## src/design/tcb_pkg.sv

```systemverilog
// tcb bus package: widths, access size and endian types, request and response structs
`default_nettype none

package tcb_pkg;

  ////////////////////////////////////////
  // bus geometry
  ////////////////////////////////////////

  // byte address width
  localparam int unsigned TCB_ABW = 16;
  // data width
  localparam int unsigned TCB_DBW = 32;
  // byte lanes per bus word
  localparam int unsigned TCB_BEW = TCB_DBW / 8;

  ////////////////////////////////////////
  // access attributes
  ////////////////////////////////////////

  // log2 of access size in bytes, 0..2 legal
  typedef logic [1:0] tcb_siz_t;

  // byte order of the access
  typedef enum logic {
    TCB_LITTLE = 1'b0,
    TCB_BIG    = 1'b1
  } tcb_ndn_t;

  ////////////////////////////////////////
  // transfer structs
  ////////////////////////////////////////

  // processor side request, data LSB aligned
  typedef struct packed {
    logic               wen;
    tcb_ndn_t           ndn;
    tcb_siz_t           siz;
    logic [TCB_ABW-1:0] adr;
    logic [TCB_DBW-1:0] wdt;
  } tcb_req_t;

  // memory side transfer, bytes on their lanes
  typedef struct packed {
    logic                    wen;
    logic [TCB_ABW-1:0]      adr;
    logic [TCB_BEW-1:0]      ben;
    logic [TCB_BEW-1:0][7:0] wdt;
  } tcb_mem_req_t;

  // response, shared by both sides
  typedef struct packed {
    logic [TCB_DBW-1:0] rdt;
    logic               err;
  } tcb_rsp_t;

endpackage : tcb_pkg

`default_nettype wire

```

## src/design/tcb_align.sv

```systemverilog
// access aligner: lane placement and byte enables out, lane extraction of read data back
`timescale 1ns/1ps
`default_nettype none

module tcb_align
  import tcb_pkg::*;
#(
  parameter int unsigned DLY = 2
) (
  input  wire          tcb,
  input  wire          arst_n,
  // processor side request
  input  logic         req_vld,
  input  tcb_req_t     req,
  // memory side transfer
  output logic         mem_vld,
  output tcb_mem_req_t mem_req,
  // memory side response
  input  logic         mem_rsp_vld,
  input  tcb_rsp_t     mem_rsp,
  // processor side response
  output logic         rsp_vld,
  output tcb_rsp_t     rsp
);

  // side information kept until the response returns
  typedef struct packed {
    logic [1:0] off;
    tcb_siz_t   siz;
    tcb_ndn_t   ndn;
    logic       mis;
  } aln_rec_t;

  ////////////////////////////////////////
  // helpers
  ////////////////////////////////////////

  // access size in bytes, 0 for the illegal size 3
  function automatic logic [2:0] num_of(input tcb_siz_t siz);
    return 3'(3'd1 << siz);
  endfunction

  // lane of processor byte j, big endian mirrors inside the access
  function automatic logic [1:0] lane_of(
    input logic [1:0]  off,
    input tcb_siz_t    siz,
    input tcb_ndn_t    ndn,
    input int unsigned j
  );
    logic [2:0] num;
    num = num_of(siz);
    if (ndn == TCB_BIG) begin
      return 2'(off + 2'(num - 3'd1 - 3'(j)));
    end
    return 2'(off + 2'(j));
  endfunction

  logic [2:0] req_num;
  logic       req_mis;
  aln_rec_t   rec_in;
  logic       rec_vld;
  aln_rec_t   rec_out;

  ////////////////////////////////////////
  // request path
  ////////////////////////////////////////

  assign req_num = num_of(req.siz);
  // offset bits below the access size must be zero
  assign req_mis = |(req.adr[1:0] & 2'(req_num - 3'd1));

  assign mem_vld = req_vld;

  always_comb begin
    mem_req.wen = req.wen;
    mem_req.adr = req.adr;
    mem_req.ben = '0;
    mem_req.wdt = '0;
    for (int unsigned j = 0; j < TCB_BEW; j++) begin
      if (j < req_num) begin
        mem_req.wdt[lane_of(req.adr[1:0], req.siz, req.ndn, j)] = req.wdt[8*j +: 8];
        // misaligned access keeps all lanes disabled
        mem_req.ben[lane_of(req.adr[1:0], req.siz, req.ndn, j)] = !req_mis;
      end
    end
  end

  ////////////////////////////////////////
  // alignment record delay
  ////////////////////////////////////////

  assign rec_in = '{off: req.adr[1:0], siz: req.siz, ndn: req.ndn, mis: req_mis};

  tcb_dly_line #(
    .T     (aln_rec_t),
    .DEPTH (DLY)
  ) u_rec_dly (
    .tcb     (tcb),
    .arst_n  (arst_n),
    .in_vld  (req_vld),
    .in_dat  (rec_in),
    .out_vld (rec_vld),
    .out_dat (rec_out)
  );

  ////////////////////////////////////////
  // response path
  ////////////////////////////////////////

  assign rsp_vld = mem_rsp_vld;

  always_comb begin
    rsp.err = rec_out.mis | mem_rsp.err;
    rsp.rdt = '0;
    // bytes back to LSB, upper bytes stay zero
    if (!rec_out.mis) begin
      for (int unsigned j = 0; j < TCB_BEW; j++) begin
        if (j < num_of(rec_out.siz)) begin
          rsp.rdt[8*j +: 8] =
            mem_rsp.rdt[8*lane_of(rec_out.off, rec_out.siz, rec_out.ndn, j) +: 8];
        end
      end
    end
  end

  ////////////////////////////////////////
  // checks
  ////////////////////////////////////////

  a_siz_legal : assert property (@(posedge tcb) disable iff (!arst_n)
    req_vld |-> (req.siz <= 2'd2))
    else $error("access wider than the bus word");

  // memory latency must track the record line
  a_rsp_sync : assert property (@(posedge tcb) disable iff (!arst_n)
    mem_rsp_vld == rec_vld)
    else $error("memory response out of step with alignment record");

endmodule : tcb_align

`default_nettype wire

```

## src/design/tcb_dly_line.sv

```systemverilog
// fixed depth delay line carrying a valid strobe and a typed payload
`timescale 1ns/1ps
`default_nettype none

module tcb_dly_line #(
  parameter type         T     = logic,
  parameter int unsigned DEPTH = 1
) (
  input  wire  tcb,
  input  wire  arst_n,
  input  logic in_vld,
  input  T     in_dat,
  output logic out_vld,
  output T     out_dat
);

  if (DEPTH == 0) begin : g_wire
    // zero depth degenerates to plain wires
    assign out_vld = in_vld;
    assign out_dat = in_dat;
  end else begin : g_reg
    logic [DEPTH-1:0] vld_q;
    T                 dat_q [DEPTH];

    // valid chain cleared on reset
    always_ff @(posedge tcb or negedge arst_n) begin
      if (!arst_n) begin
        vld_q <= '0;
      end else begin
        vld_q[0] <= in_vld;
        for (int unsigned i = 1; i < DEPTH; i++) begin
          vld_q[i] <= vld_q[i-1];
        end
      end
    end

    // payload moves only with its valid
    always_ff @(posedge tcb) begin
      if (in_vld) begin
        dat_q[0] <= in_dat;
      end
      for (int unsigned i = 1; i < DEPTH; i++) begin
        if (vld_q[i-1]) begin
          dat_q[i] <= dat_q[i-1];
        end
      end
    end

    assign out_vld = vld_q[DEPTH-1];
    assign out_dat = dat_q[DEPTH-1];
  end

endmodule : tcb_dly_line

`default_nettype wire

```

## config.mk

```make
export PLATFORM = sky130hd
export DESIGN_NAME = tcb_align
export DESIGN_NICKNAME = d
export VERILOG_FILES = /design/src/design/tcb_pkg.sv /design/src/design/tcb_align.sv /design/src/design/tcb_dly_line.sv
export SDC_FILE = /design/constraint.sdc
export NUM_CORES = 1
export LEC_CHECK = 0
export BUFFER_PORTS_ARGS = -buffer_cell sky130_fd_sc_hd__buf_2
export CAP_MARGIN = 30
export CELL_PAD_IN_SITES_DETAIL_PLACEMENT = 0
export CELL_PAD_IN_SITES_GLOBAL_PLACEMENT = 1
export CORE_ASPECT_RATIO = 1.75
export CORE_MARGIN = 3
export CORE_UTILIZATION = 35
export CTS_CLUSTER_DIAMETER = 30
export CTS_CLUSTER_SIZE = 16
export DETAILED_ROUTE_END_ITERATION = 12
export GPL_ROUTABILITY_DRIVEN = 0
export GPL_TIMING_DRIVEN = 0
export MAX_ROUTING_LAYER = met4
export PLACE_DENSITY_LB_ADDON = 0.1
export SLEW_MARGIN = 40
export SYNTH_ARGS = -nofsm -noshare
export SYNTH_HDL_FRONTEND = slang
export SYNTH_SLANG_ARGS = --single-unit
```

## constraint.sdc

```tcl
create_clock -name tcb -period 4.5 [get_ports tcb]
set_input_delay 0.9 -clock tcb [delete_from_list [all_inputs] [get_ports tcb]]
set_output_delay 0.9 -clock tcb [all_outputs]
set_load 0.05 [all_outputs]
```

==> results of run 1 <==
==> final timing paths <==
path                                             start                            to  cells after the start
setup / recovery                               req[48]                   mem_req[31]                     10
hold / removal             u_rec_dly.g_reg.dat_q[0][3]   u_rec_dly.g_reg.dat_q[0][9]                      0
setup reg to reg              u_rec_dly.g_reg.vld_q[0]  u_rec_dly.g_reg.dat_q[0][11]                      0
hold reg to reg            u_rec_dly.g_reg.dat_q[0][3]   u_rec_dly.g_reg.dat_q[0][9]                      0
max in group asynchronous                       arst_n      u_rec_dly.g_reg.vld_q[0]                      1
min in group asynchronous                       arst_n      u_rec_dly.g_reg.vld_q[0]                      1
==> worst max-delay path, stage by stage <==
cell and delay [ps]:
buf_2 120, inv_1 70, ha_1 170, inv_1 60, ha_1 390, and3b_1 230
a21oi_1 760, nand3_1 170, a32oi_1 270, buf_2 300
==> metrics by stage <==
step                utilization  instances  power, mW
floorplan                     -        448     0.8522
global placement         0.4700        728      1.085
detailed placement       0.4717        730      1.090
CTS                      0.4803        734      1.259
global route             0.4823        735      1.328
finish                   0.4823        735      1.264
==> routing by layer <==
metal	vias to the layer above	part of all wire	GRT usage
met4	0	0.041	0.1071
met5	-	0	-
met2	264	0.54	0.4737
li1	2050	-	-
met3	49	0.075	0.02321
met1	1993	0.34	0.2453
==> cell type report <==
type,instances,area (µm²),area share
multi-input combinational,357,2605,0.5865
timing repair buffer,163,815.8,0.1837
sequential,13,385.4,0.08676
buffer,58,331.6,0.07465
tap,120,150.1,0.03380
clock buffer,4,78.83,0.01775
inverter,20,75.07,0.01690
==> cell usage in the layout, fill, tap and decap left out, types with 12 or more instances in the layout <==
cell      Yosys  final
nor3_1       49     49
a21oi_1      33     33
o21ai_0      13     13
mux2_2       27     27
edfxtp_1     12     12
ha_1         12     12
nand2_1      20     20
clkbuf_1     19     20
buf_2         9    172
nor2_1       26     26
buf_4        23     23
nand3_1      17     17
inv_1        20     20
==> cell families after synthesis <==
logic type,synth area share
buffers and inverters,0.1204
flip-flops,0.1141
AO/OA/AOI/OAI,0.3001
AND/OR/NAND/NOR,0.2616
multiplexers,0.1363
adder cells (fa/ha/maj),0.04446
XOR/XNOR,0.02297
==> power groups by stage <==
stage               clock network, mW  registers (mW)  logic (mW)
floorplan                           0           0.151       0.701
global placement                    0           0.152       0.933
detailed placement                  0           0.153       0.937
CTS                             0.167           0.151       0.941
global route                    0.173           0.152        1.00
finish                          0.164           0.151       0.949
==> registers in the layout (all words and copies together), names as in the netlist <==
| register | cells |
|---|---|
| u_rec_dly.g_reg.dat_q | 12 |
| u_rec_dly.g_reg.vld_q | 1 |
==> impl_metrics.env, run 1 <==
export IMPL_outcome="complete, no violations"
export IMPL_combPwrFrac=0.751
export IMPL_drt_initial_drc_count=403
export IMPL_r2r_slack_ps=3720
export IMPL_slew_violations=0
export IMPL_drive_above_1_share=0.4098
export IMPL_async_flop_share=0.07692
export IMPL_drv_cap=0
export IMPL_vias=4356
export IMPL_fmax_mhz=229.4
export IMPL_tightest_slew_ps=945.1
export IMPL_cellPowerDensity_nw_per_um2=284.5
export IMPL_relSlewSlack=0.3700
export IMPL_insertedDiodeCount=0
export IMPL_postCtsResizedCells=0
export IMPL_port_buffers=160
export IMPL_dieArea_um2=10910
export IMPL_core_area_um2=9209
export IMPL_grt_pass1_wl_mm=20.96
export IMPL_yosysWarnings=0
export IMPL_tritoncts="yes"
export IMPL_cts_buffers=3
export IMPL_fin_area_um2=4442
export IMPL_drt_wirelength_per_cell_um=19.04
export IMPL_synth_most_common_cell="nor3_1"
export IMPL_grt_max_degree=12
export IMPL_ir_drop_v=0.0001452
export IMPL_netlist_area_um2=3377
export IMPL_synth_cell_types=59
export IMPL_cp_end_kind="output port"
export IMPL_avgSynthCellArea_um2=7.538
export IMPL_ant_nets=0
export IMPL_synth_top_area_frac=0.1067
export IMPL_die_w_um=80.25
export IMPL_p_sw_mw=0.7175
export IMPL_cts_sinks=13
export IMPL_skew_ps=0.2978
export IMPL_postSynthCellCount=448
export IMPL_die_h_um=135.9
export IMPL_grt_usage=0.2472
export IMPL_start_util=0.3667
export IMPL_root_buffer="clkbuf_16"
export IMPL_placed_area_um2=4344
export IMPL_nNetsFinal=717
export IMPL_hold_viol=0
export IMPL_postRouteWirelength_mm=14.00
export IMPL_drc=0
export IMPL_crit_arrival_ps=3460
export IMPL_sequentialPowerShare=0.119
export IMPL_post_cts_buffers=0
export IMPL_cts_path_max_buffers=2
export IMPL_rsz0062_at_grt="false"
export IMPL_via_per_inst=5.927
export IMPL_gr_total_overflow=0
export IMPL_min_period_over_period=0.9686
export IMPL_cts_htree_levels=1
export IMPL_hold_buffers=0
export IMPL_clk_latency_ps=230
export IMPL_p_int_mw=0.5461
export IMPL_synthTopCellsByArea="edfxtp_1, mux2_2, nor3_1"
export IMPL_area_growth_pct=31.53
export IMPL_nFillCells=967
export IMPL_cp_max_fo=8
export IMPL_grt_pass1_vias=4293
export IMPL_path_clk_slew_ps=40
export IMPL_pwr_share_clk=0.130
export IMPL_hold_ws_ps=417.4
export IMPL_synth_top_area_cell="edfxtp_1"
export IMPL_synth_nets=549
export IMPL_fp_row_count=46
export IMPL_cp_start_kind="primary input"
export IMPL_yosys_most_used_dff="edfxtp_1"
export IMPL_synth_edff_count=12
export IMPL_synth_common_cells="nor3_1, a21oi_1, mux2_2"
export IMPL_dp_slack_ps=267.8
export IMPL_hold_class="register to register"
export IMPL_postSynthRegisterBits=13
export IMPL_worst_slack_ps=141.5
export IMPL_dr_pass1_iters=6
export IMPL_cp_required_ps=3600
export IMPL_dp_hpwl_mm=11.44
export IMPL_num_io_pins=177
export IMPL_final_min_clock_period_ps=4358
export IMPL_netSwitchingFraction=0.5678
export IMPL_antenna_found_initial=0
export IMPL_setup_violations=0
export IMPL_critical_path_class="primary input to output port"
export IMPL_power_leakage_nw=1.996
export IMPL_yosysSeqAreaShare=0.1141
export IMPL_setup_tns_ps=0
Power figures use the tool's default switching activity.
==> inputs of run 2 (changes only) <==
--- a/config.mk
+++ b/config.mk
@@ -10,7 +10,6 @@
 export CELL_PAD_IN_SITES_DETAIL_PLACEMENT = 0
 export CELL_PAD_IN_SITES_GLOBAL_PLACEMENT = 1
 export CORE_ASPECT_RATIO = 1.75
-export CORE_MARGIN = 3
 export CORE_UTILIZATION = 35
 export CTS_CLUSTER_DIAMETER = 30
 export CTS_CLUSTER_SIZE = 16
==> run 2 against run 1 <==
  * Die area shrank 7.8%
  * Critical path type unchanged
  * Setup slack lost 29 ps
  * Design area decreased by 0.23%
  * Sequential share of layout area is essentially flat
  * Clock power about the same
  * Combinational power is essentially flat
  * Largest power group unchanged
  * Fmax decreased by 0.65%
  * Highest routed layer unchanged
  * Clock skew increased by 1.3 ps
==> impl_metrics.env, run 2 (synthesis gave the netlist of run 1 again) <==
export IMPL_largest_register="u_rec_dly.g_reg.dat_q"
export IMPL_postCtsResizedCells=0
export IMPL_ant_nets=0
export IMPL_outcome="complete, no violations"
export IMPL_cts_path_max_buffers=2
export IMPL_largest_reg_flops=12
export IMPL_postRouteWirelength_mm=13.76
export IMPL_area_growth_pct=31.23
export IMPL_insertedDiodeCount=0
export IMPL_layout_commonest_cell="buf_2"
export IMPL_antenna_found_initial=0
export IMPL_ff2ff_path_depth=0
export IMPL_tritoncts="yes"
export IMPL_root_buffer="clkbuf_16"
export IMPL_dp_hpwl_mm=11.36
export IMPL_crit_chain="buf_2, inv_1, ha_1, clkbuf_1, clkbuf_1, o211ai_1, clkbuf_2, a32oi_1, buf_2"
export IMPL_slew_violations=0
export IMPL_cp_required_ps=3600
export IMPL_grt_pass1_wl_mm=21.39
export IMPL_final_min_clock_period_ps=4387
export IMPL_core_area_um2=9409
export IMPL_r2r_slack_ps=3720
export IMPL_min_to="u_rec_dly.g_reg.dat_q[0][9]"
export IMPL_num_io_pins=177
export IMPL_dieArea_um2=10060
export IMPL_start_util=0.3589
export IMPL_via_per_inst=5.886
export IMPL_port_buffers=160
export IMPL_fp_row_count=47
export IMPL_hold_class="register to register"
export IMPL_grt_pass1_vias=4316
export IMPL_drv_cap=0
export IMPL_cp_start_kind="primary input"
export IMPL_critical_path_class="primary input to output port"
export IMPL_min_period_over_period=0.9749
export IMPL_drive_above_1_share=0.4072
export IMPL_r2r_start="u_rec_dly.g_reg.vld_q[0]"
export IMPL_power_leakage_nw=1.993
export IMPL_relSlewSlack=0.3913
export IMPL_grt_usage=0.2698
export IMPL_dr_pass1_iters=5
export IMPL_gr_total_overflow=0
export IMPL_cpMaxStageDelayCell="clkbuf_1"
export IMPL_cts_buffers=3
export IMPL_nNetsFinal=716
export IMPL_post_cts_buffers=0
export IMPL_rsz0062_at_grt="false"
export IMPL_die_h_um=131.9
export IMPL_ir_drop_v=0.0001464
export IMPL_cp_max_fo=10
export IMPL_fmax_mhz=227.9
export IMPL_nFillCells=1021
export IMPL_whs_path_depth=0
export IMPL_drc=0
export IMPL_grt_max_degree=12
export IMPL_cp_end_kind="output port"
export IMPL_worstReg2RegEnd="u_rec_dly.g_reg.dat_q[0][10]"
export IMPL_cellPowerDensity_nw_per_um2=284.6
export IMPL_crit_arrival_ps=3490
export IMPL_hold_viol=0
export IMPL_hold_ws_ps=414.1
export IMPL_drt_wirelength_per_cell_um=18.70
export IMPL_hold_buffers=0
export IMPL_cts_htree_levels=1
export IMPL_path_clk_slew_ps=40
export IMPL_setup_tns_ps=0
export IMPL_tightest_slew_ps=913.1
export IMPL_top_regs="u_rec_dly.g_reg.dat_q (12), u_rec_dly.g_reg.vld_q (1)"
export IMPL_worstHoldStart="u_rec_dly.g_reg.dat_q[0][3]"
export IMPL_cts_sinks=13
export IMPL_clk_latency_ps=240
export IMPL_vias=4332
export IMPL_max_stage_delay_ps=530
export IMPL_die_w_um=76.25
export IMPL_drt_initial_drc_count=307
export IMPL_setup_violations=0
export IMPL_final_cell_mix="buf_2, nor3_1, a21oi_1, mux2_2, nor2_1"
export IMPL_skew_ps=1.583
## run 2: cell types whose count changed in the layout (fill, tap and decap cells not counted)
cell      before  now
clkbuf_2       1    2
buf_2        172  170
xor2_2         2    1
xor2_1         2    3
## run 2: critical path: cells and delay by family
family          cells  cell delay, ps
buf+inv             6            1740
compound gates      2             600
fa+ha+maj           1             240
## run 2: metal layers
layer / global-route usage / share of wire
met5: - / 0
met4: 0.1421 / 0.043
met3: 0.01730 / 0.058
met2: 0.5260 / 0.56
met1: 0.2581 / 0.34
## run 2: worst max path at each step
stage / startpoint / endpoint / slack, ps / depth (start not counted)
6_report: req[48] / mem_req[27] / 110 / 9
5_1_grt: req[48] / mem_req[22] / 20 / 11
4_1_cts: req[48] / mem_req[27] / 150 / 8
3_5_place_dp: req[48] / mem_req[27] / 160 / 8
3_3_place_gp: req[48] / mem_req[27] / 190 / 8
2_1_floorplan: req[48] / mem_req[16] / 180 / 8
## run 2: final cells by class
cell class	count	area, µm²	area share
Multi-Input combinational cell	357	2597	0.5861
Timing Repair Buffer	162	810.8	0.1829
Clock buffer	4	78.83	0.01779
Inverter	20	75.07	0.01694
Buffer	58	331.6	0.07482
Sequential cell	13	385.4	0.08696
Tap cell	122	152.6	0.03444
## run 2: power breakdown
group          total [mW]  switching, mW  internal, mW
Clock               0.164         0.0448         0.119
Sequential          0.150        0.00562         0.145
Combinational       0.947          0.666         0.282
Total                1.26          0.716         0.545
## run 2: through the flow
stage | power, mW | instances | cell area, µm² | worst slack (ps) | util
final | 1.261 | 736 | 4432 | 112.8 | 0.4710
after CTS | 1.256 | 735 | 4420 | 145.5 | 0.4698
after global routing | 1.322 | 736 | 4432 | 22.05 | 0.4710
after floorplan | 0.8522 | 448 | 3377 | 183.4 | -
after detailed placement | 1.088 | 731 | 4342 | 164.9 | 0.4614
after global placement | 1.083 | 730 | 4330 | 185.1 | 0.4602
